<file path="config.mk">
export PLATFORM = sky130hd
export DESIGN_NAME = regFile
export DESIGN_NICKNAME = d
export VERILOG_FILES = /design/src/source/cpu_pkg.sv /design/src/source/regFile.sv
export VERILOG_INCLUDE_DIRS = /design/src /design/src/source
export SDC_FILE = /design/constraint.sdc
export NUM_CORES = 1
export LEC_CHECK = 0
export ABC_AREA = 1
export BUFFER_PORTS_ARGS = -buffer_cell sky130_fd_sc_hd__buf_4
export CORE_ASPECT_RATIO = 1.2
export CORE_MARGIN = 2
export CORE_UTILIZATION = 34
export CTS_CLUSTER_DIAMETER = 30
export DETAILED_ROUTE_END_ITERATION = 12
export MAX_ROUTING_LAYER = met4
export PLACE_DENSITY = 0.54
export SLEW_MARGIN = 25
export SYNTH_ARGS = -nofsm -noshare
export SYNTH_HDL_FRONTEND = slang
export SYNTH_SLANG_ARGS = --single-unit
</file>
<file path="constraint.sdc">
create_clock -name clk -period 3.4 [get_ports clk]
set_clock_uncertainty 0.1 [all_clocks]
set_input_delay 0.17 -clock clk [delete_from_list [all_inputs] [get_ports clk]]
set_output_delay 0.17 -clock clk [all_outputs]
set_load 0.05 [all_outputs]
</file>
<file path="src/source/cpu_settings.svh">
// Core widths and memory depths, included by the package and every RTL block that sizes storage
`ifndef CPU_SETTINGS_SVH
`define CPU_SETTINGS_SVH

// Data path and instruction width
`define CPU_DATA_W 16

// Architectural registers R0 to R7
`define CPU_REG_COUNT 8

// Instruction memory in words, indexed by PC bits [8:1]
`define CPU_IMEM_DEPTH 256
`define CPU_IMEM_AW 8

// Data memory in words, indexed by address bits [8:1]
`define CPU_DMEM_DEPTH 256
`define CPU_DMEM_AW 8

`endif

</file>
<file path="src/source/cpu_pkg.sv">
// Shared types and opcode constants for the 16-bit core, referenced by scoped name
`include "cpu_settings.svh"

package cpu_pkg;

    typedef logic [`CPU_DATA_W-1:0]            word_t;
    typedef logic [$clog2(`CPU_REG_COUNT)-1:0] regIdx_t;
    typedef logic [4:0]                        opcode_t;
    typedef logic [4:0]                        aluOp_t;
    typedef logic [1:0]                        regDst_t;  // Rd(I1), Rs, Rd(R), R7
    typedef logic [1:0]                        regSrc_t;  // PC+2, memory, ALU, compare
    typedef logic [1:0]                        bSrc_t;    // Rt, imm5, imm8, zero
    typedef logic [3:0]                        brKind_t;  // Transfer, conditional, test

    // Major opcodes in instr[15:11]
    localparam opcode_t OP_HALT  = 5'b00000;
    localparam opcode_t OP_NOP   = 5'b00001;
    localparam opcode_t OP_J     = 5'b00100;
    localparam opcode_t OP_JR    = 5'b00101;
    localparam opcode_t OP_JAL   = 5'b00110;
    localparam opcode_t OP_JALR  = 5'b00111;
    localparam opcode_t OP_ADDI  = 5'b01000;
    localparam opcode_t OP_SUBI  = 5'b01001;
    localparam opcode_t OP_XORI  = 5'b01010;
    localparam opcode_t OP_ANDNI = 5'b01011;
    localparam opcode_t OP_BEQZ  = 5'b01100;
    localparam opcode_t OP_BNEZ  = 5'b01101;
    localparam opcode_t OP_BLTZ  = 5'b01110;
    localparam opcode_t OP_BGEZ  = 5'b01111;
    localparam opcode_t OP_ST    = 5'b10000;
    localparam opcode_t OP_LD    = 5'b10001;
    localparam opcode_t OP_SLBI  = 5'b10010;
    localparam opcode_t OP_STU   = 5'b10011;
    localparam opcode_t OP_ROLI  = 5'b10100;
    localparam opcode_t OP_SLLI  = 5'b10101;
    localparam opcode_t OP_RORI  = 5'b10110;
    localparam opcode_t OP_SRLI  = 5'b10111;
    localparam opcode_t OP_LBI   = 5'b11000;
    localparam opcode_t OP_BTR   = 5'b11001;
    localparam opcode_t OP_SHF   = 5'b11010;  // ROL, SLL, ROR, SRL by funct
    localparam opcode_t OP_ARI   = 5'b11011;  // ADD, SUB, XOR, ANDN by funct
    localparam opcode_t OP_SEQ   = 5'b11100;
    localparam opcode_t OP_SLT   = 5'b11101;
    localparam opcode_t OP_SLE   = 5'b11110;
    localparam opcode_t OP_SCO   = 5'b11111;

    // ALU operations, the low two bits follow the opcode or funct bits
    localparam aluOp_t ALU_ADD  = 5'b00000;
    localparam aluOp_t ALU_SUB  = 5'b00001;  // b - a
    localparam aluOp_t ALU_XOR  = 5'b00010;
    localparam aluOp_t ALU_ANDN = 5'b00011;
    localparam aluOp_t ALU_ROL  = 5'b00100;
    localparam aluOp_t ALU_SLL  = 5'b00101;
    localparam aluOp_t ALU_ROR  = 5'b00110;
    localparam aluOp_t ALU_SRL  = 5'b00111;
    localparam aluOp_t ALU_BTR  = 5'b01000;
    localparam aluOp_t ALU_LBI  = 5'b01001;
    localparam aluOp_t ALU_SLBI = 5'b01010;
    localparam aluOp_t ALU_CMP  = 5'b01100;  // Low bits pick SEQ, SLT, SLE, SCO

    localparam brKind_t BR_NONE = 4'b0000;
    localparam brKind_t BR_JUMP = 4'b1000;
    localparam brKind_t BR_COND = 4'b1100;  // Low bits pick EQZ, NEZ, LTZ, GEZ

endpackage

</file>
<file path="src/source/regFile.sv">
// Eight-entry register file with two combinational read ports and one clocked write port
`timescale 1ns/1ps
`include "cpu_settings.svh"

module regFile (
    input  logic             clk,
    input  logic             rstN,
    input  cpu_pkg::regIdx_t rdAddrA,
    input  cpu_pkg::regIdx_t rdAddrB,
    input  logic             wrEn,
    input  cpu_pkg::regIdx_t wrAddr,
    input  cpu_pkg::word_t   wrData,
    output cpu_pkg::word_t   rdDataA,
    output cpu_pkg::word_t   rdDataB
);
    cpu_pkg::word_t regs [`CPU_REG_COUNT];

    always_ff @(posedge clk) begin
        if (!rstN) begin
            for (int i = 0; i < `CPU_REG_COUNT; i++) begin
                regs[i] <= '0;
            end
        end else if (wrEn) begin
            regs[wrAddr] <= wrData;
        end
    end

    // No bypass, a write is seen by reads after the edge
    assign rdDataA = regs[rdAddrA];
    assign rdDataB = regs[rdAddrB];

endmodule

</file>
==> results.sh <==
export IMPL_outcome="finished, final reports clean"
export IMPL_ys_seq_elements=128
export IMPL_cts_sinks=128
export IMPL_design_area_um2=8730
export IMPL_synth_area_um2=7540
export IMPL_wl_met1_mm=10.3
export IMPL_path_max_fanout=33
export IMPL_grt_usage_pct=21.4
export IMPL_synth_top_area_share_pct=51.0
export IMPL_synth_cells=1032
export IMPL_fill_cells=2265
export IMPL_p_leak_nw=4.40
export IMPL_die_x_um=140
export IMPL_dp_cells=1321
export IMPL_final_nets=1094
export IMPL_grt_pass1_vias=6587
export IMPL_wl_per_cell_um=17.7
export IMPL_synth_cell_types=14
export IMPL_finalWirelength_mm=24.0
export IMPL_wl_met3_mm=1.40
export IMPL_power_density_nw_per_um2=528
export IMPL_timing_setup_tns_ns=0
export IMPL_met2_length_mm=11.9
export IMPL_worstSetupPathType="input pin to output port"
export IMPL_cts_buffers_inserted=17
export IMPL_p_seq_share_pct=40.4
export IMPL_synth_area_leader_cell="edfxtp_1"
export IMPL_yosys_top_cells_count="425 x nand2_1, 152 x inv_1, 131 x nor2_1, 128 x edfxtp_1, 128 x nand3_1"
export IMPL_port_buffer_count=59
export IMPL_cts_htree_levels=4
export IMPL_regMostFlops="regs"
export IMPL_overflow=0
export IMPL_io_pins=60
export IMPL_setup_worst_path_start="rdAddrA[1]"
export IMPL_ir_drop_mv=0.351
export IMPL_slew_violations=0
export IMPL_antenna_found_initial=0
export IMPL_drtAntennaViolNets=0
export IMPL_synth_area_leaders="edfxtp_1 51%, nand2_1 21%, nand3_1 8.5%"
export IMPL_cts_resized_gates=0
export IMPL_start_util_pct=34.7
export IMPL_top_regs="regs x128"
export IMPL_ctsHoldBuffers=0
export IMPL_finalSetupViolCount=0
export IMPL_cp_num_cells=8
export IMPL_dieArea_um2=23400
export IMPL_synth_nets=1060
export IMPL_arrival_ns=1.91
export IMPL_share_comb_of_total_power_pct=17.1
export IMPL_intPower_mw=3.33
export IMPL_switching_share_pct=27.8
export IMPL_cpMaxStageDelayCell="inv_1"
export IMPL_timing_final_crit_period_ns=2.18
export IMPL_stdcell_count=1353
export IMPL_avgSynthCellArea_um2=7.30
export IMPL_switchingPower_mw=1.28
export IMPL_hpwl_mm=15.0
export IMPL_synth_warnings=0
export IMPL_ff_latch_area_um2=3840
export IMPL_synth_most_common_cell="nand2_1"
export IMPL_critPathCaptureType="output port"
export IMPL_post_cts_buffers=0
export IMPL_slowest_delay_ns=0.48
export IMPL_grt_first_pass_wirelength_mm=37.0
export IMPL_dpl_cell_area_um2=8100
export IMPL_layout_drive_gt1_share_pct=10.2
export IMPL_first_pass_iters=5
export IMPL_cts_buffer_depth=2
export IMPL_slew_limit_headroom_pct=37.2
export IMPL_ys_seq_area_share_pct=51.0
export IMPL_die_h_um=167
export IMPL_worst_slew_pin_slew_ns=0.940
export IMPL_path_cells="buf_4 -> inv_1 -> buf_4 -> nand3_1 -> nand2_1 -> nand2_1 -> nand2_1 -> buf_4"
export IMPL_drc=0
export IMPL_fmax_ghz=0.459
export IMPL_clkTransAtPathRegs_ns=0.05
export IMPL_worst_path_buf_inv=4
export IMPL_grt_setup_unrepaired="no"
export IMPL_hold_path_class="input pin to register"
export IMPL_grt_max_degree=65
export IMPL_area_delta_synth_final_pct=15.8
export IMPL_cpLargestDelayFamily="buffers and inverters"
export IMPL_cts_root_buf="clkbuf_16"
export IMPL_rows=59
export IMPL_startpoint_type="input pin"
export IMPL_first_iter_violations=584
export IMPL_hold_viol_final=0
export IMPL_crit_end="rdDataA[1]"
export IMPL_largest_register_ffs=128
export IMPL_core_um2=21700
export IMPL_cts_tree="built"
export IMPL_gp_congestion=0.843
export IMPL_synth_edf_count=128
export IMPL_clkPwrFrac_pct=42.5
export IMPL_dr_max_layer_used="met4"
export IMPL_viasPerCell=4.94
export IMPL_worstPathRequired_ns=3.13
export IMPL_async_reset_ff_share_pct=0
export IMPL_vias=6679
export IMPL_period_share_pct=64.1
export IMPL_ys_flop_type="edfxtp_1"
export IMPL_multi_input_area_um2=2810
export IMPL_drv_cap=0
export IMPL_diodes=0
[how the worst min path moves through the flow]
stage                           from           to  cells past startpoint
after floorplan           wrData[10]  regs[0][10]                      2
after global placement    wrData[14]  regs[7][14]                      3
after detailed placement  wrData[14]  regs[3][14]                      3
after CTS                 wrData[14]  regs[7][14]                      3
after global routing      wrData[14]  regs[7][14]                      3
final                     wrData[14]  regs[4][14]                      3
[metrics by stage]
step	hold slack [ns]	setup WS, ns	power, mW	util [%]
6_report	0.0915	1.22	4.61	40.2
4_1_cts	0.0842	1.26	4.63	40.2
2_1_floorplan	0.358	1.79	2.42	-
3_5_place_dp	0.519	1.16	2.68	37.3
5_1_grt	0.114	1.12	4.77	40.2
3_3_place_gp	0.517	1.23	2.68	37.3
[area by class of cell]
type	instances	area share, %
Timing Repair Buffer	70	6.02
Inverter	154	6.62
Clock inverter	14	2.24
Tap cell	274	3.93
Multi-Input combinational cell	695	32.2
Clock buffer	18	4.92
Sequential cell	128	44.0
[cell families (layout without fill, tap and decap cells)]
logic type,count (synthesis),after routing,share of synthesized area [%]
buffers and inverters,209,256,11.7
DFF,128,128,51.0
and+or+nand+nor,695,695,37.3
[metal layers]
metal  GRT usage, %  vias to the layer above
met5              -                        -
met4           5.91                        0
met3           3.16                       28
met2           35.7                      231
met1           27.2                     3193
li1               -                     3227
[power by group through the flow]
stage	Clock, mW	Combinational (mW)	Sequential, mW
finish	1.96	0.788	1.86
global route	2.03	0.863	1.87
CTS	1.97	0.792	1.86
detailed placement	0	0.789	1.89
global placement	0	0.787	1.89
floorplan	0	0.537	1.89
[cell usage in the layout, fill, tap and decap left out, drive strengths merged]
master,count
buf,70
bufinv,5
clkbuf,18
clkinv,7
clkinvlp,2
edfxtp,128
inv,154
nand2,434
nand3,128
nor2,133
Power figures use the tool's default switching activity.
