`src/source/cpu_settings.svh`:
```
// Core widths and memory depths, included by the package and every RTL block that sizes storage
`ifndef CPU_SETTINGS_SVH
`define CPU_SETTINGS_SVH

// Data path and instruction width
`define CPU_DATA_W 16

// Architectural registers R0 to R7
`define CPU_REG_COUNT 8

// Instruction memory in words, indexed by PC bits [8:1]
`define CPU_IMEM_DEPTH 256
`define CPU_IMEM_AW 8

// Data memory in words, indexed by address bits [8:1]
`define CPU_DMEM_DEPTH 256
`define CPU_DMEM_AW 8

`endif

```
`src/source/cpu_pkg.sv`:
```
// Shared types and opcode constants for the 16-bit core, referenced by scoped name
`include "cpu_settings.svh"

package cpu_pkg;

    typedef logic [`CPU_DATA_W-1:0]            word_t;
    typedef logic [$clog2(`CPU_REG_COUNT)-1:0] regIdx_t;
    typedef logic [4:0]                        opcode_t;
    typedef logic [4:0]                        aluOp_t;
    typedef logic [1:0]                        regDst_t;  // Rd(I1), Rs, Rd(R), R7
    typedef logic [1:0]                        regSrc_t;  // PC+2, memory, ALU, compare
    typedef logic [1:0]                        bSrc_t;    // Rt, imm5, imm8, zero
    typedef logic [3:0]                        brKind_t;  // Transfer, conditional, test

    // Major opcodes in instr[15:11]
    localparam opcode_t OP_HALT  = 5'b00000;
    localparam opcode_t OP_NOP   = 5'b00001;
    localparam opcode_t OP_J     = 5'b00100;
    localparam opcode_t OP_JR    = 5'b00101;
    localparam opcode_t OP_JAL   = 5'b00110;
    localparam opcode_t OP_JALR  = 5'b00111;
    localparam opcode_t OP_ADDI  = 5'b01000;
    localparam opcode_t OP_SUBI  = 5'b01001;
    localparam opcode_t OP_XORI  = 5'b01010;
    localparam opcode_t OP_ANDNI = 5'b01011;
    localparam opcode_t OP_BEQZ  = 5'b01100;
    localparam opcode_t OP_BNEZ  = 5'b01101;
    localparam opcode_t OP_BLTZ  = 5'b01110;
    localparam opcode_t OP_BGEZ  = 5'b01111;
    localparam opcode_t OP_ST    = 5'b10000;
    localparam opcode_t OP_LD    = 5'b10001;
    localparam opcode_t OP_SLBI  = 5'b10010;
    localparam opcode_t OP_STU   = 5'b10011;
    localparam opcode_t OP_ROLI  = 5'b10100;
    localparam opcode_t OP_SLLI  = 5'b10101;
    localparam opcode_t OP_RORI  = 5'b10110;
    localparam opcode_t OP_SRLI  = 5'b10111;
    localparam opcode_t OP_LBI   = 5'b11000;
    localparam opcode_t OP_BTR   = 5'b11001;
    localparam opcode_t OP_SHF   = 5'b11010;  // ROL, SLL, ROR, SRL by funct
    localparam opcode_t OP_ARI   = 5'b11011;  // ADD, SUB, XOR, ANDN by funct
    localparam opcode_t OP_SEQ   = 5'b11100;
    localparam opcode_t OP_SLT   = 5'b11101;
    localparam opcode_t OP_SLE   = 5'b11110;
    localparam opcode_t OP_SCO   = 5'b11111;

    // ALU operations, the low two bits follow the opcode or funct bits
    localparam aluOp_t ALU_ADD  = 5'b00000;
    localparam aluOp_t ALU_SUB  = 5'b00001;  // b - a
    localparam aluOp_t ALU_XOR  = 5'b00010;
    localparam aluOp_t ALU_ANDN = 5'b00011;
    localparam aluOp_t ALU_ROL  = 5'b00100;
    localparam aluOp_t ALU_SLL  = 5'b00101;
    localparam aluOp_t ALU_ROR  = 5'b00110;
    localparam aluOp_t ALU_SRL  = 5'b00111;
    localparam aluOp_t ALU_BTR  = 5'b01000;
    localparam aluOp_t ALU_LBI  = 5'b01001;
    localparam aluOp_t ALU_SLBI = 5'b01010;
    localparam aluOp_t ALU_CMP  = 5'b01100;  // Low bits pick SEQ, SLT, SLE, SCO

    localparam brKind_t BR_NONE = 4'b0000;
    localparam brKind_t BR_JUMP = 4'b1000;
    localparam brKind_t BR_COND = 4'b1100;  // Low bits pick EQZ, NEZ, LTZ, GEZ

endpackage

```
`src/source/ctrl_if.sv`:
```
// Decoded control bundle, driven by the instruction decoder and read by the datapath blocks
`timescale 1ns/1ps

interface ctrlIf;
    logic              regWrt;
    cpu_pkg::regDst_t  regDst;
    cpu_pkg::regSrc_t  regSrc;
    cpu_pkg::bSrc_t    bSrc;
    logic              zeroExt;  // Immediate is zero extended
    logic              immSrc;   // PC offset from imm8, else disp11
    cpu_pkg::aluOp_t   aluOp;
    logic              aluSign;  // Signed compare
    logic              aluJmp;   // Jump target from ALU result
    logic              memWrt;
    logic              memRead;
    cpu_pkg::brKind_t  brKind;
    logic              nHalt;
    logic              err;

    modport dec (
        output regWrt, regDst, regSrc, bSrc, zeroExt, immSrc,
        output aluOp, aluSign, aluJmp, memWrt, memRead, brKind,
        output nHalt, err
    );

    modport dp (
        input regWrt, regDst, regSrc, bSrc, zeroExt, immSrc,
        input aluOp, aluSign, aluJmp, memWrt, memRead, brKind,
        input nHalt, err
    );
endinterface

```
`src/source/control.sv`:
```
// Instruction decoder of the single-cycle core, turns the major opcode into the control bundle
`timescale 1ns/1ps

module control (
    input  cpu_pkg::word_t instr,
    ctrlIf.dec             ctl
);
    cpu_pkg::opcode_t op;

    assign op = instr[15:11];

    always_comb begin
        // Defaults describe a NOP
        ctl.regWrt  = 1'b0;
        ctl.regDst  = 2'd0;          // Rd of I-format 1
        ctl.regSrc  = 2'd2;          // ALU result
        ctl.bSrc    = 2'd0;          // Rt
        ctl.zeroExt = 1'b0;
        ctl.immSrc  = 1'b0;
        ctl.aluOp   = cpu_pkg::ALU_ADD;
        ctl.aluSign = 1'b0;
        ctl.aluJmp  = 1'b0;
        ctl.memWrt  = 1'b0;
        ctl.memRead = 1'b0;
        ctl.brKind  = cpu_pkg::BR_NONE;
        ctl.nHalt   = 1'b1;
        ctl.err     = 1'b0;

        case (op)
            cpu_pkg::OP_HALT: ctl.nHalt = 1'b0;
            cpu_pkg::OP_NOP: begin
            end
            cpu_pkg::OP_ADDI, cpu_pkg::OP_SUBI, cpu_pkg::OP_XORI, cpu_pkg::OP_ANDNI: begin
                ctl.regWrt  = 1'b1;
                ctl.bSrc    = 2'd1;
                ctl.zeroExt = op[1];     // XORI and ANDNI take an unsigned immediate
                ctl.aluOp   = cpu_pkg::ALU_ADD | cpu_pkg::aluOp_t'(op[1:0]);
            end
            cpu_pkg::OP_ROLI, cpu_pkg::OP_SLLI, cpu_pkg::OP_RORI, cpu_pkg::OP_SRLI: begin
                ctl.regWrt  = 1'b1;
                ctl.bSrc    = 2'd1;
                ctl.zeroExt = 1'b1;
                ctl.aluOp   = cpu_pkg::ALU_ROL | cpu_pkg::aluOp_t'(op[1:0]);
            end
            cpu_pkg::OP_ST: begin
                ctl.memWrt = 1'b1;
                ctl.bSrc   = 2'd1;       // Address is Rs + imm5
            end
            cpu_pkg::OP_LD: begin
                ctl.regWrt  = 1'b1;
                ctl.regSrc  = 2'd1;      // Memory
                ctl.memRead = 1'b1;
                ctl.bSrc    = 2'd1;
            end
            cpu_pkg::OP_STU: begin
                ctl.regWrt = 1'b1;
                ctl.regDst = 2'd1;       // Updated base back into Rs
                ctl.memWrt = 1'b1;
                ctl.bSrc   = 2'd1;
            end
            cpu_pkg::OP_BTR: begin
                ctl.regWrt = 1'b1;
                ctl.regDst = 2'd2;
                ctl.aluOp  = cpu_pkg::ALU_BTR;
            end
            cpu_pkg::OP_SHF, cpu_pkg::OP_ARI: begin
                ctl.regWrt = 1'b1;
                ctl.regDst = 2'd2;       // Rd of R-format
                ctl.aluOp  = (op[0] ? cpu_pkg::ALU_ADD : cpu_pkg::ALU_ROL)
                           | cpu_pkg::aluOp_t'(instr[1:0]);
            end
            cpu_pkg::OP_SEQ, cpu_pkg::OP_SLT, cpu_pkg::OP_SLE, cpu_pkg::OP_SCO: begin
                ctl.regWrt  = 1'b1;
                ctl.regDst  = 2'd2;
                ctl.regSrc  = 2'd3;      // Compare flag
                ctl.aluSign = 1'b1;
                ctl.aluOp   = cpu_pkg::ALU_CMP | cpu_pkg::aluOp_t'(op[1:0]);
            end
            cpu_pkg::OP_BEQZ, cpu_pkg::OP_BNEZ, cpu_pkg::OP_BLTZ, cpu_pkg::OP_BGEZ: begin
                ctl.immSrc = 1'b1;
                ctl.bSrc   = 2'd3;
                ctl.brKind = cpu_pkg::BR_COND | cpu_pkg::brKind_t'(op[1:0]);
            end
            cpu_pkg::OP_LBI: begin
                ctl.regWrt = 1'b1;
                ctl.regDst = 2'd1;
                ctl.bSrc   = 2'd2;       // Sign extended imm8
                ctl.aluOp  = cpu_pkg::ALU_LBI;
            end
            cpu_pkg::OP_SLBI: begin
                ctl.regWrt  = 1'b1;
                ctl.regDst  = 2'd1;
                ctl.bSrc    = 2'd2;
                ctl.zeroExt = 1'b1;
                ctl.aluOp   = cpu_pkg::ALU_SLBI;
            end
            cpu_pkg::OP_J: ctl.brKind = cpu_pkg::BR_JUMP;
            cpu_pkg::OP_JR: begin
                ctl.aluJmp = 1'b1;       // Target is Rs + imm8
                ctl.immSrc = 1'b1;
                ctl.bSrc   = 2'd2;
                ctl.brKind = cpu_pkg::BR_JUMP;
            end
            cpu_pkg::OP_JAL: begin
                ctl.regWrt = 1'b1;
                ctl.regDst = 2'd3;       // Link register R7
                ctl.regSrc = 2'd0;
                ctl.brKind = cpu_pkg::BR_JUMP;
            end
            cpu_pkg::OP_JALR: begin
                ctl.regWrt = 1'b1;
                ctl.regDst = 2'd3;
                ctl.regSrc = 2'd0;
                ctl.aluJmp = 1'b1;
                ctl.immSrc = 1'b1;
                ctl.bSrc   = 2'd2;
                ctl.brKind = cpu_pkg::BR_JUMP;
            end
            // siic, RTI and unused codes land here with all writes off
            default: ctl.err = 1'b1;
        endcase
    end

endmodule

```
`src/flat_wrapper.sv`:
```
// flat-port wrapper written by rule: the top's interface ports become plain ports
module control_flat 
  (instr, ctl_regWrt, ctl_regDst, ctl_regSrc, ctl_bSrc, ctl_zeroExt, ctl_immSrc, ctl_aluOp, ctl_aluSign, ctl_aluJmp, ctl_memWrt, ctl_memRead, ctl_brKind, ctl_nHalt, ctl_err);
  ctrlIf ctl_i ();
  input  cpu_pkg::word_t instr;
  output wire logic [$bits(ctl_i.regWrt)-1:0] ctl_regWrt;
  output wire logic [$bits(ctl_i.regDst)-1:0] ctl_regDst;
  output wire logic [$bits(ctl_i.regSrc)-1:0] ctl_regSrc;
  output wire logic [$bits(ctl_i.bSrc)-1:0] ctl_bSrc;
  output wire logic [$bits(ctl_i.zeroExt)-1:0] ctl_zeroExt;
  output wire logic [$bits(ctl_i.immSrc)-1:0] ctl_immSrc;
  output wire logic [$bits(ctl_i.aluOp)-1:0] ctl_aluOp;
  output wire logic [$bits(ctl_i.aluSign)-1:0] ctl_aluSign;
  output wire logic [$bits(ctl_i.aluJmp)-1:0] ctl_aluJmp;
  output wire logic [$bits(ctl_i.memWrt)-1:0] ctl_memWrt;
  output wire logic [$bits(ctl_i.memRead)-1:0] ctl_memRead;
  output wire logic [$bits(ctl_i.brKind)-1:0] ctl_brKind;
  output wire logic [$bits(ctl_i.nHalt)-1:0] ctl_nHalt;
  output wire logic [$bits(ctl_i.err)-1:0] ctl_err;
  assign ctl_regWrt = ctl_i.regWrt;
  assign ctl_regDst = ctl_i.regDst;
  assign ctl_regSrc = ctl_i.regSrc;
  assign ctl_bSrc = ctl_i.bSrc;
  assign ctl_zeroExt = ctl_i.zeroExt;
  assign ctl_immSrc = ctl_i.immSrc;
  assign ctl_aluOp = ctl_i.aluOp;
  assign ctl_aluSign = ctl_i.aluSign;
  assign ctl_aluJmp = ctl_i.aluJmp;
  assign ctl_memWrt = ctl_i.memWrt;
  assign ctl_memRead = ctl_i.memRead;
  assign ctl_brKind = ctl_i.brKind;
  assign ctl_nHalt = ctl_i.nHalt;
  assign ctl_err = ctl_i.err;
  control u_core (.instr(instr), .ctl(ctl_i));
endmodule
```
`config.mk`:
```
export PLATFORM = sky130hd
export DESIGN_NAME = control_flat
export DESIGN_NICKNAME = d
export VERILOG_FILES = /design/src/source/cpu_pkg.sv /design/src/source/ctrl_if.sv /design/src/source/control.sv /design/src/flat_wrapper.sv
export VERILOG_INCLUDE_DIRS = /design/src /design/src/source
export SDC_FILE = /design/constraint.sdc
export NUM_CORES = 1
export LEC_CHECK = 0
export BUFFER_PORTS_ARGS = -buffer_cell sky130_fd_sc_hd__buf_2
export CORE_AREA = 2 2 39 41
export DETAILED_ROUTE_END_ITERATION = 8
export DIE_AREA = 0 0 41 43
export PLACE_DENSITY_LB_ADDON = 0.08
export SETUP_SLACK_MARGIN = 0.05
export SYNTH_ARGS = -nofsm -noshare
export SYNTH_HDL_FRONTEND = slang
export SYNTH_SLANG_ARGS = --single-unit
```
`constraint.sdc`:
```
create_clock -name vclk -period 0.8
set_input_delay 0 -clock vclk [all_inputs]
set_output_delay 0 -clock vclk [all_outputs]
set_load 0.02 [all_outputs]
```
==> results by group <==
Final layout
  • Layout clock buffer count: 0
  • Antenna cells: 0
  • Reg area: 0 um2
  • Nets@finish: ~130
  • Number of fill cells: about 120
  • Area growth from synthesis to layout: 131%
  • Fraction of layout cells with a size suffix above 1: between 70% and 80%
  • Seq_cells: 0

Critical path
  • Critical path arrival: 810 ps
  • Required time of the worst setup path: 800 ps
  • CP endpoint kind: primary output
  • Critical path startpoint category: input pin
  • Crit path from: instr[12]
  • Crit Path Class: input pin to primary output
  • Max FO, Critical Path: 7
  • Crit path capture: ctl_regSrc[1]

Status
  • Failing checks: negative setup slack
  • Outcome: finished with violations

Global route
  • Met1 Resource Use GR: roughly 22%
  • Vias in the first global route: a little under 500
  • GRT Util Overall: between 15 and 20%
  • First-pass GRT wire length: roughly 2100 um
  • Largest net degree at the start of global routing: 14
  • Met2 Use GR: 29.7%
  • Initial antenna violation count: 0
  • GR peak layer: met2
  • M3 GR Usage: 0%
  • GRT Residual Overflow: 0

Yosys
  • Syn_nets: 85
  • Top cells by area, synth: nor2_1, and2b_4, nand2_1
  • Yosys top cell area share: under 10%
  • Register area share after synthesis: 0%
  • Cell variety after synth: 37
  • Top cell type by total area after synthesis: nor2_1
  • Mapped Area: approximately 430 um2
  • Post-Syn Instances: 69
  • Avg Cell Area, Syn: between 6 and 7 um2
  • Yosys warns: 0

Floorplan
  • Die Height: between 40 and 50 um
  • Row count: 14
  • Core Box Area: 1380 um2
  • Die area: between 1500 and 2000 um2
  • Initial Utilization: just over 30%
  • Die X: just over 40 um
  • I/O pin cnt: 40

Timing
  • Highest Clock Rate: 1.24 GHz
  • Slew Viols, Final: 0
  • Fin crit period: 808 ps
  • Tcrit/Tclk final: 101%
  • Final Hold Viols: 0
  • Final hold slack: approximately 380 ps
  • Fin Setup TNS: -8.41 ps
  • Final worst slack: -8.41 ps
  • Setup Viol. Count Final: 1
  • RSZ-0062 raised after global routing: true

Power
  • Power Dens Cells: approximately 600 nW/um2
  • Total power: between 600 and 700 uW
  • Pleak: a little under 0.5 nW
  • Max VDD drop: about 0.34 mV

Routing
  • DR vias/cell: about 4.9
  • Residual DRC: 0
  • Drt pass-1 iters: 4
  • Routed WL: 1510 um
  • Avg WL per Cell: approximately 11 um
  • Iteration-0 DRC Markers: 7
  • DRT antenna net count: 0
  • Routed via count: 636

Placement
  • Setup slack at placement: -78.6 ps
  • Placer congestion estimate: about 0.78
  • HPWL Detailed: 1090 um
  • IO Port Bufs: 30

Worst hold path
  • Min-Delay Path Class: input pin to primary output

Job
  • Max cap viols: 0
placed cells by master (no fill, tap or decap), types with 2 or more instances in the layout:
| master | Yosys | routed |
|---|---|---|
| nor2_4 | 0 | 3 |
| buf_2 | 4 | 11 |
| buf_6 | 1 | 18 |
| a21oi_2 | 0 | 2 |
| nor2_1 | 9 | 6 |
| o21ai_1 | 3 | 4 |
| buf_4 | 3 | 22 |
| and2b_4 | 3 | 3 |
| nand2_1 | 7 | 6 |
| o21ai_0 | 4 | 2 |
| buf_12 | 0 | 2 |
| nand3_1 | 2 | 2 |
| inv_2 | 2 | 2 |
| nand2b_1 | 2 | 2 |
cell type report:
class                           instances  area, um2  share of cell area, %
Inverter                                3       13.8                   1.39
Multi-Input combinational cell         58        480                   48.4
Tap cell                               16       20.0                   2.02
Timing Repair Buffer                   54        478                   48.2
worst min-delay path by stage:
stage / start / end / slack, ps / cells after the start
floorplan: instr[13] / ctl_brKind[3] / 120 / 2
global placement: instr[11] / ctl_brKind[0] / 420 / 3
detailed placement: instr[11] / ctl_brKind[0] / 430 / 3
CTS: instr[13] / ctl_brKind[3] / 380 / 4
global route: instr[13] / ctl_brKind[3] / 400 / 4
finish: instr[13] / ctl_brKind[3] / 380 / 4
stage by stage:
stage          cells  cell area, um2  util [%]
3_3_place_gp     129             779      56.3
6_report         131             992      71.7
2_1_floorplan     69             498         -
4_1_cts          130             913      66.0
5_1_grt          131             992      71.7
3_5_place_dp     129             779      56.3
synthesized netlist by cell type (2+ instances only):
library cell / number
nor3_1: 2
o21ai_1: 3
a21oi_1: 3
nor2_1: 9
and2b_4: 3
buf_4: 3
nand2b_1: 2
nand2_1: 7
nand3_1: 2
inv_2: 2
o21ai_0: 4
buf_2: 4
power breakdown:
group          switching (mW)  internal, mW  leakage, nW
clock network               0             0            0
registers                   0             0            0
logic                   0.295         0.310        0.483
total                   0.295         0.310        0.483
metal layers:
layer	vias to the layer above	share of wire, %	wire length (um)
met5	-	0	0
li1	332	-	-
met3	0	3.4	51
met2	14	56	845
met4	0	0	0
met1	290	41	610
logic make-up (layout without fill, tap and decap cells):
| kind of cell | count (synthesis) | after routing | share of synthesized area, % |
|---|---|---|---|
| AOI/OAI and AO/OA | 20 | 20 | 31.7 |
| and+or+nand+nor | 36 | 36 | 49.4 |
| buffers and inverters | 11 | 57 | 15.7 |
| muxes | 1 | 1 | 2.33 |
| other | 1 | 1 | 0.871 |
repair_timing:
item,4_1_cts,5_1_grt
buffers inserted,1,1
setup endpoints to repair,20,15
resized for setup,42,18
pin swaps,9,8
hold buffers,0,0
worst max-delay path, cell delays in order:
cell and delay, ps:
buf_12 110, and2b_2 270, a22oi_1 70, or2_1 220, buf_6 130
Power figures use the tool's default switching activity.
