[config.mk]
export PLATFORM = sky130hd
export DESIGN_NAME = fetch_flat
export DESIGN_NICKNAME = d
export VERILOG_FILES = /design/src/source/cpu_pkg.sv /design/src/source/ctrl_if.sv /design/src/source/fetch.sv /design/src/flat_wrapper.sv
export VERILOG_INCLUDE_DIRS = /design/src /design/src/source
export SDC_FILE = /design/constraint.sdc
export NUM_CORES = 2
export LEC_CHECK = 0
export ABC_CLOCK_PERIOD_IN_PS = 6350
export BUFFER_PORTS_ARGS = -buffer_cell sky130_fd_sc_hd__buf_4
export CORE_MARGIN = 3
export CORE_UTILIZATION = 30
export DETAILED_ROUTE_END_ITERATION = 10
export PLACE_DENSITY = 0.48
export REMOVE_ABC_BUFFERS = 1
export SLEW_MARGIN = 25
export SYNTH_ARGS = -nofsm -noshare
export SYNTH_HDL_FRONTEND = slang
export SYNTH_SLANG_ARGS = --single-unit
export TNS_END_PERCENT = 100
[constraint.sdc]
create_clock -name clk -period 6.35 [get_ports clk]
set_input_delay 0.635 -clock clk [delete_from_list [all_inputs] [get_ports clk]]
set_output_delay 0.635 -clock clk [all_outputs]
set_load 0.005 [all_outputs]
[src/source/cpu_settings.svh]
// Core widths and memory depths, included by the package and every RTL block that sizes storage
`ifndef CPU_SETTINGS_SVH
`define CPU_SETTINGS_SVH

// Data path and instruction width
`define CPU_DATA_W 16

// Architectural registers R0 to R7
`define CPU_REG_COUNT 8

// Instruction memory in words, indexed by PC bits [8:1]
`define CPU_IMEM_DEPTH 256
`define CPU_IMEM_AW 8

// Data memory in words, indexed by address bits [8:1]
`define CPU_DMEM_DEPTH 256
`define CPU_DMEM_AW 8

`endif

[src/source/cpu_pkg.sv]
// Shared types and opcode constants for the 16-bit core, referenced by scoped name
`include "cpu_settings.svh"

package cpu_pkg;

    typedef logic [`CPU_DATA_W-1:0]            word_t;
    typedef logic [$clog2(`CPU_REG_COUNT)-1:0] regIdx_t;
    typedef logic [4:0]                        opcode_t;
    typedef logic [4:0]                        aluOp_t;
    typedef logic [1:0]                        regDst_t;  // Rd(I1), Rs, Rd(R), R7
    typedef logic [1:0]                        regSrc_t;  // PC+2, memory, ALU, compare
    typedef logic [1:0]                        bSrc_t;    // Rt, imm5, imm8, zero
    typedef logic [3:0]                        brKind_t;  // Transfer, conditional, test

    // Major opcodes in instr[15:11]
    localparam opcode_t OP_HALT  = 5'b00000;
    localparam opcode_t OP_NOP   = 5'b00001;
    localparam opcode_t OP_J     = 5'b00100;
    localparam opcode_t OP_JR    = 5'b00101;
    localparam opcode_t OP_JAL   = 5'b00110;
    localparam opcode_t OP_JALR  = 5'b00111;
    localparam opcode_t OP_ADDI  = 5'b01000;
    localparam opcode_t OP_SUBI  = 5'b01001;
    localparam opcode_t OP_XORI  = 5'b01010;
    localparam opcode_t OP_ANDNI = 5'b01011;
    localparam opcode_t OP_BEQZ  = 5'b01100;
    localparam opcode_t OP_BNEZ  = 5'b01101;
    localparam opcode_t OP_BLTZ  = 5'b01110;
    localparam opcode_t OP_BGEZ  = 5'b01111;
    localparam opcode_t OP_ST    = 5'b10000;
    localparam opcode_t OP_LD    = 5'b10001;
    localparam opcode_t OP_SLBI  = 5'b10010;
    localparam opcode_t OP_STU   = 5'b10011;
    localparam opcode_t OP_ROLI  = 5'b10100;
    localparam opcode_t OP_SLLI  = 5'b10101;
    localparam opcode_t OP_RORI  = 5'b10110;
    localparam opcode_t OP_SRLI  = 5'b10111;
    localparam opcode_t OP_LBI   = 5'b11000;
    localparam opcode_t OP_BTR   = 5'b11001;
    localparam opcode_t OP_SHF   = 5'b11010;  // ROL, SLL, ROR, SRL by funct
    localparam opcode_t OP_ARI   = 5'b11011;  // ADD, SUB, XOR, ANDN by funct
    localparam opcode_t OP_SEQ   = 5'b11100;
    localparam opcode_t OP_SLT   = 5'b11101;
    localparam opcode_t OP_SLE   = 5'b11110;
    localparam opcode_t OP_SCO   = 5'b11111;

    // ALU operations, the low two bits follow the opcode or funct bits
    localparam aluOp_t ALU_ADD  = 5'b00000;
    localparam aluOp_t ALU_SUB  = 5'b00001;  // b - a
    localparam aluOp_t ALU_XOR  = 5'b00010;
    localparam aluOp_t ALU_ANDN = 5'b00011;
    localparam aluOp_t ALU_ROL  = 5'b00100;
    localparam aluOp_t ALU_SLL  = 5'b00101;
    localparam aluOp_t ALU_ROR  = 5'b00110;
    localparam aluOp_t ALU_SRL  = 5'b00111;
    localparam aluOp_t ALU_BTR  = 5'b01000;
    localparam aluOp_t ALU_LBI  = 5'b01001;
    localparam aluOp_t ALU_SLBI = 5'b01010;
    localparam aluOp_t ALU_CMP  = 5'b01100;  // Low bits pick SEQ, SLT, SLE, SCO

    localparam brKind_t BR_NONE = 4'b0000;
    localparam brKind_t BR_JUMP = 4'b1000;
    localparam brKind_t BR_COND = 4'b1100;  // Low bits pick EQZ, NEZ, LTZ, GEZ

endpackage

[src/source/ctrl_if.sv]
// Decoded control bundle, driven by the instruction decoder and read by the datapath blocks
`timescale 1ns/1ps

interface ctrlIf;
    logic              regWrt;
    cpu_pkg::regDst_t  regDst;
    cpu_pkg::regSrc_t  regSrc;
    cpu_pkg::bSrc_t    bSrc;
    logic              zeroExt;  // Immediate is zero extended
    logic              immSrc;   // PC offset from imm8, else disp11
    cpu_pkg::aluOp_t   aluOp;
    logic              aluSign;  // Signed compare
    logic              aluJmp;   // Jump target from ALU result
    logic              memWrt;
    logic              memRead;
    cpu_pkg::brKind_t  brKind;
    logic              nHalt;
    logic              err;

    modport dec (
        output regWrt, regDst, regSrc, bSrc, zeroExt, immSrc,
        output aluOp, aluSign, aluJmp, memWrt, memRead, brKind,
        output nHalt, err
    );

    modport dp (
        input regWrt, regDst, regSrc, bSrc, zeroExt, immSrc,
        input aluOp, aluSign, aluJmp, memWrt, memRead, brKind,
        input nHalt, err
    );
endinterface

[src/source/fetch.sv]
// PC register, instruction memory with its reset-time load port, and next-PC selection
`timescale 1ns/1ps
`include "cpu_settings.svh"

module fetch (
    input  logic                    clk,
    input  logic                    rstN,
    input  logic                    imemWrEn,
    input  logic [`CPU_IMEM_AW-1:0] imemAddr,
    input  cpu_pkg::word_t          imemWrData,
    ctrlIf.dp                       ctl,
    input  cpu_pkg::word_t          rsVal,
    input  cpu_pkg::word_t          aluRes,
    output cpu_pkg::word_t          instr,
    output cpu_pkg::word_t          pcPlus2
);
    cpu_pkg::word_t imem [`CPU_IMEM_DEPTH];
    cpu_pkg::word_t pc;
    cpu_pkg::word_t disp;
    cpu_pkg::word_t brTarget;
    cpu_pkg::word_t nextPc;
    logic           condMet;
    logic           taken;

    always_ff @(posedge clk) begin
        if (imemWrEn && !rstN) begin  // Program load only while in reset
            imem[imemAddr] <= imemWrData;
        end
    end

    assign instr   = imem[pc[`CPU_IMEM_AW:1]];  // Byte PC, word memory
    assign pcPlus2 = pc + cpu_pkg::word_t'(2);

    // Branches carry an 8-bit offset, J and JAL an 11-bit displacement
    assign disp = ctl.immSrc ? {{(`CPU_DATA_W-8){instr[7]}}, instr[7:0]}
                             : {{(`CPU_DATA_W-11){instr[10]}}, instr[10:0]};
    assign brTarget = pcPlus2 + disp;

    always_comb begin
        case (ctl.brKind[1:0])
            2'b00:   condMet = (rsVal == '0);          // BEQZ
            2'b01:   condMet = (rsVal != '0);          // BNEZ
            2'b10:   condMet = rsVal[`CPU_DATA_W-1];   // BLTZ
            default: condMet = ~rsVal[`CPU_DATA_W-1];  // BGEZ
        endcase
    end

    assign taken = ctl.brKind[3] & (~ctl.brKind[2] | condMet);

    always_comb begin
        if (!ctl.nHalt) begin
            nextPc = pc;                 // Sit on HALT
        end else if (!taken) begin
            nextPc = pcPlus2;
        end else if (ctl.aluJmp) begin
            nextPc = aluRes;
        end else begin
            nextPc = brTarget;
        end
    end

    always_ff @(posedge clk) begin
        if (!rstN) begin
            pc <= '0;
        end else begin
            pc <= nextPc;
        end
    end

endmodule

[src/flat_wrapper.sv]
// flat-port wrapper written by rule: the top's interface ports become plain ports
module fetch_flat 
  (clk, rstN, imemWrEn, imemAddr, imemWrData, rsVal, aluRes, instr, pcPlus2, ctl_regWrt, ctl_regDst, ctl_regSrc, ctl_bSrc, ctl_zeroExt, ctl_immSrc, ctl_aluOp, ctl_aluSign, ctl_aluJmp, ctl_memWrt, ctl_memRead, ctl_brKind, ctl_nHalt, ctl_err);
  ctrlIf ctl_i ();
  input  logic clk;
  input  logic rstN;
  input  logic imemWrEn;
  input  logic [`CPU_IMEM_AW-1:0] imemAddr;
  input  cpu_pkg::word_t imemWrData;
  input  cpu_pkg::word_t rsVal;
  input  cpu_pkg::word_t aluRes;
  output cpu_pkg::word_t instr;
  output cpu_pkg::word_t pcPlus2;
  input wire logic [$bits(ctl_i.regWrt)-1:0] ctl_regWrt;
  input wire logic [$bits(ctl_i.regDst)-1:0] ctl_regDst;
  input wire logic [$bits(ctl_i.regSrc)-1:0] ctl_regSrc;
  input wire logic [$bits(ctl_i.bSrc)-1:0] ctl_bSrc;
  input wire logic [$bits(ctl_i.zeroExt)-1:0] ctl_zeroExt;
  input wire logic [$bits(ctl_i.immSrc)-1:0] ctl_immSrc;
  input wire logic [$bits(ctl_i.aluOp)-1:0] ctl_aluOp;
  input wire logic [$bits(ctl_i.aluSign)-1:0] ctl_aluSign;
  input wire logic [$bits(ctl_i.aluJmp)-1:0] ctl_aluJmp;
  input wire logic [$bits(ctl_i.memWrt)-1:0] ctl_memWrt;
  input wire logic [$bits(ctl_i.memRead)-1:0] ctl_memRead;
  input wire logic [$bits(ctl_i.brKind)-1:0] ctl_brKind;
  input wire logic [$bits(ctl_i.nHalt)-1:0] ctl_nHalt;
  input wire logic [$bits(ctl_i.err)-1:0] ctl_err;
  assign ctl_i.regWrt = ctl_regWrt;
  assign ctl_i.regDst = ctl_regDst;
  assign ctl_i.regSrc = ctl_regSrc;
  assign ctl_i.bSrc = ctl_bSrc;
  assign ctl_i.zeroExt = ctl_zeroExt;
  assign ctl_i.immSrc = ctl_immSrc;
  assign ctl_i.aluOp = ctl_aluOp;
  assign ctl_i.aluSign = ctl_aluSign;
  assign ctl_i.aluJmp = ctl_aluJmp;
  assign ctl_i.memWrt = ctl_memWrt;
  assign ctl_i.memRead = ctl_memRead;
  assign ctl_i.brKind = ctl_brKind;
  assign ctl_i.nHalt = ctl_nHalt;
  assign ctl_i.err = ctl_err;
  fetch u_core (.clk(clk), .rstN(rstN), .imemWrEn(imemWrEn), .imemAddr(imemAddr), .imemWrData(imemWrData), .ctl(ctl_i), .rsVal(rsVal), .aluRes(aluRes), .instr(instr), .pcPlus2(pcPlus2));
endmodule
==> impl_metrics.toml <==
[cts]
clockRootBuffer = "sky130_fd_sc_hd__clkbuf_16"
cts.path.max_buffers = 4
numCtsBuffers = 432
insertion_delay_ns = 0.99
tritoncts = "yes"
clkTransAtPathRegs_ns = 0.06
cts_sinks = 4120
cts_htree_levels = 5

[critical_path]
cp.buffers_inverters = 3
critPathArrivalTime_ns = 7.11
path_max_fanout = 40
setup.worst_path.start_class = "flip-flop"
cp_slowest_stage_delay_ns = 0.61
path_cells = "buf_12 -> buf_12 -> mux4_2 -> mux4_2 -> mux4_2 -> mux4_2 -> ha_1 -> fa_1 -> a21o_1 -> a21oi_2 -> o21bai_1 -> a2111o_1 -> a41oi_4 -> buf_6 -> o21ai_0 -> xnor2_1 -> o211ai_1 -> and3_1"
worst_path_most_repeated_cell = "sky130_fd_sc_hd__mux4_2"
slowest_stage = "sky130_fd_sc_hd__mux4_2"
path_delay_family = "multiplexers"
crit_required_ns = 7.24
critical_path.endpoint_type = "flip-flop"
critPathKind = "reg -> reg"

[timing]
hold_violations = 0
fin_hold_ws_ns = 0.04731
worst-slew-pin-transition_ns = 1.097
grt_setup_unrepaired = "no"
final_report_max_slew_violation_count = 0
finalCritPeriodShare_pct = 97.95
final_period_minus_worst_setup_slack_ns = 6.220
fin_ws_ns = 0.1299
totalNegativeSetupSlack_ns = 0
setup_viol_count_final = 0
skew_ns = 0.06663
worst_slew_margin_rel_pct = 26.70
max_freq_ghz = 0.1608

[final_layout]
layoutNonFillerInstCount = 14570
syn2layout_area_growth_pct = 17.31
drive_above_1_share_pct = 37.10
fillerInstances = 47970
num-nets-final = 7331

[drt]
route.detailed.drc = 0
final_antenna_net_count = 0
initialDrtViolationCount = 8047
routedWlPerCell_um = 31.74
first_pass_iters = 8
route.vias.total = 74380
avgViaCountPerCell = 5.106
postRouteWirelength_um = 462200

[die]
fp-row-count = 266
floorplan.io_pins = 115
fp.dieW_um = 733.7
core_area_um2 = 526200
die_height_um = 733.7
die_area_um2 = 538300
effective_utilization_at_floorplan_pct = 30.19

[synth]
yosys.cell_types.count = 60
yosys_warnings = 0
synth-edff-count = 4096
synth_largest_area_cell = "sky130_fd_sc_hd__edfxtp_1"
dominant_cell_by_count_in_the_synthesized_netlist = "sky130_fd_sc_hd__edfxtp_1"
synth-seq-cells = 4120
mappedNetlistArea_um2 = 158900
ys_seq_area_share_pct = 77.72
synthCells = 6524
synthesis.area_per_instance_um2 = 24.35
synth_top_cells_by_count = "sky130_fd_sc_hd__edfxtp_1, sky130_fd_sc_hd__mux4_2, sky130_fd_sc_hd__nor2_1"
main_flop_type_after_synthesis = "sky130_fd_sc_hd__edfxtp_1"
synth_top_cells_by_area = "sky130_fd_sc_hd__edfxtp_1, sky130_fd_sc_hd__mux4_2, sky130_fd_sc_hd__nor2_1"
asyncSetResetFlopFracSynth_pct = 0
yosys.area.top_type_share_pct = 77.42

[place]
placed_cells_incl_taps = 13740
pre_cts_ws_ns = -0.3164
gp_routability_congestion = 0.8262
numPortBuffers = 97
post-dp-hpwl_um = 284800

[global_route]
global_route.usage.total_pct = 16.83
grt_pass1_wl_um = 639200
maximum_number_of_pins_on_one_net_before_global_route_repair = 168
number_of_antenna_violations_at_the_first_check_in_global_routing = 47
global_route.overflow_total = 0
via_count_of_the_first_global_routing_pass = 76650

[power_and_ir_drop]
p_leak_nw = 56.14
powerDensity_nw_per_um2 = 328.0
vdd.ir_drop.worst_mv = 0.2216

[run_status]
run_status = "complete, no violations"

[worst_hold_path]
min_path_type = "in -> reg"

[flow_run]
drv.max_cap_violation_count = 0
cell type report:
type                    count  area (um^2)  area share [%]
diodes                     14        35.03         0.01880
clock buffers             545        11360           6.095
clock inverters           241         2335           1.253
inverters                  12        55.05         0.02954
flip-flops and latches   4120       123500           66.26
well taps                6968         8718           4.678
multi-input cells        2026        34540           18.53
repair buffers            639         5829           3.128
where the power goes:
part / switching [W] / internal (W)
logic: 0.00372 / 0.00276
clock network: 0.0106 / 0.0141
registers: 0.0000634 / 0.0299
total: 0.0143 / 0.0468
cell usage in the layout (no fill, tap or decap), types with 8 or more instances in the layout:
master / synthesis / layout
sky130_fd_sc_hd__clkinv_16: 0 / 8
sky130_fd_sc_hd__mux4_2: 1318 / 1318
sky130_fd_sc_hd__diode_2: 0 / 14
sky130_fd_sc_hd__buf_16: 0 / 10
sky130_fd_sc_hd__buf_6: 22 / 14
sky130_fd_sc_hd__o21ai_0: 24 / 24
sky130_fd_sc_hd__clkinv_2: 0 / 65
sky130_fd_sc_hd__and3_1: 12 / 12
sky130_fd_sc_hd__nand2_1: 52 / 50
sky130_fd_sc_hd__mux2_2: 9 / 9
sky130_fd_sc_hd__nand2b_1: 12 / 12
sky130_fd_sc_hd__edfxtp_1: 4096 / 4096
sky130_fd_sc_hd__nor2b_1: 24 / 21
sky130_fd_sc_hd__xor2_1: 10 / 10
sky130_fd_sc_hd__nor2_4: 0 / 34
sky130_fd_sc_hd__nor2_1: 291 / 49
sky130_fd_sc_hd__nand3_2: 0 / 13
sky130_fd_sc_hd__clkbuf_16: 0 / 439
sky130_fd_sc_hd__nor3_1: 15 / 14
sky130_fd_sc_hd__mux2i_1: 16 / 15
sky130_fd_sc_hd__clkinv_1: 1 / 106
sky130_fd_sc_hd__nand4_1: 12 / 12
sky130_fd_sc_hd__nand3_1: 39 / 26
sky130_fd_sc_hd__inv_6: 0 / 8
sky130_fd_sc_hd__buf_8: 0 / 13
sky130_fd_sc_hd__bufinv_16: 0 / 35
sky130_fd_sc_hd__xnor2_1: 17 / 16
sky130_fd_sc_hd__a21oi_1: 25 / 24
sky130_fd_sc_hd__buf_12: 0 / 48
sky130_fd_sc_hd__dfxtp_1: 24 / 18
sky130_fd_sc_hd__nor2_2: 0 / 208
sky130_fd_sc_hd__inv_1: 10 / 10
sky130_fd_sc_hd__clkbuf_1: 177 / 105
sky130_fd_sc_hd__a22oi_1: 45 / 45
sky130_fd_sc_hd__o211ai_1: 10 / 10
sky130_fd_sc_hd__ha_1: 16 / 16
sky130_fd_sc_hd__buf_4: 16 / 544
worst paths after layout:
| check | from | end | slack (ns) | cells past startpoint |
|---|---|---|---|---|
| setup reg to reg | flip-flop | u_core.pc[12] | 0.13 | 18 |
| setup / recovery | flip-flop | u_core.pc[12] | 0.13 | 18 |
| hold reg to reg | u_core.pc[0] | u_core.pc[0] | 0.55 | 1 |
| hold / removal | imemWrData[12] | u_core.imem[105][12] | 0.05 | 1 |
logic make-up after synthesis:
kind of cell | share of synthesized area [%]
flops | 77.72
mux | 18.85
simple gates | 1.380
buf+inv | 1.121
compound gates | 0.6411
xor+xnor | 0.1488
fa+ha+maj | 0.1386
metrics by stage:
stage	power (W)	util (%)	area, um^2
2_1_floorplan	0.03785	-	157100
3_3_place_gp	0.03704	32.69	172000
3_5_place_dp	0.03710	32.71	172100
4_1_cts	0.06185	35.35	186000
5_1_grt	0.06316	35.41	186300
6_report	0.06113	35.42	186400
layer usage:
metal / global-route usage [%] / vias to the layer above / wire (um)
li1: - / 29730 / -
met4: 3.857 / 16 / 11270
met5: 0 / - / 105
met2: 28.01 / 2397 / 226600
met3: 3.627 / 560 / 32480
met1: 22.64 / 41670 / 191800
flip-flops by register name, summed over array words and instances (netlist names), named ones only:
register	count
u_core.imem	4096
u_core.pc	16
timing repair:
item,in CTS,in global routing
endpoints found under the setup margin,8,4
hold buffers,4,0
pin swaps,1,2
resized for setup,4,18
cloned,0,3
endpoints found under the hold margin,5,0
buffers inserted,8,12
(Power assumes the default switching activity.)
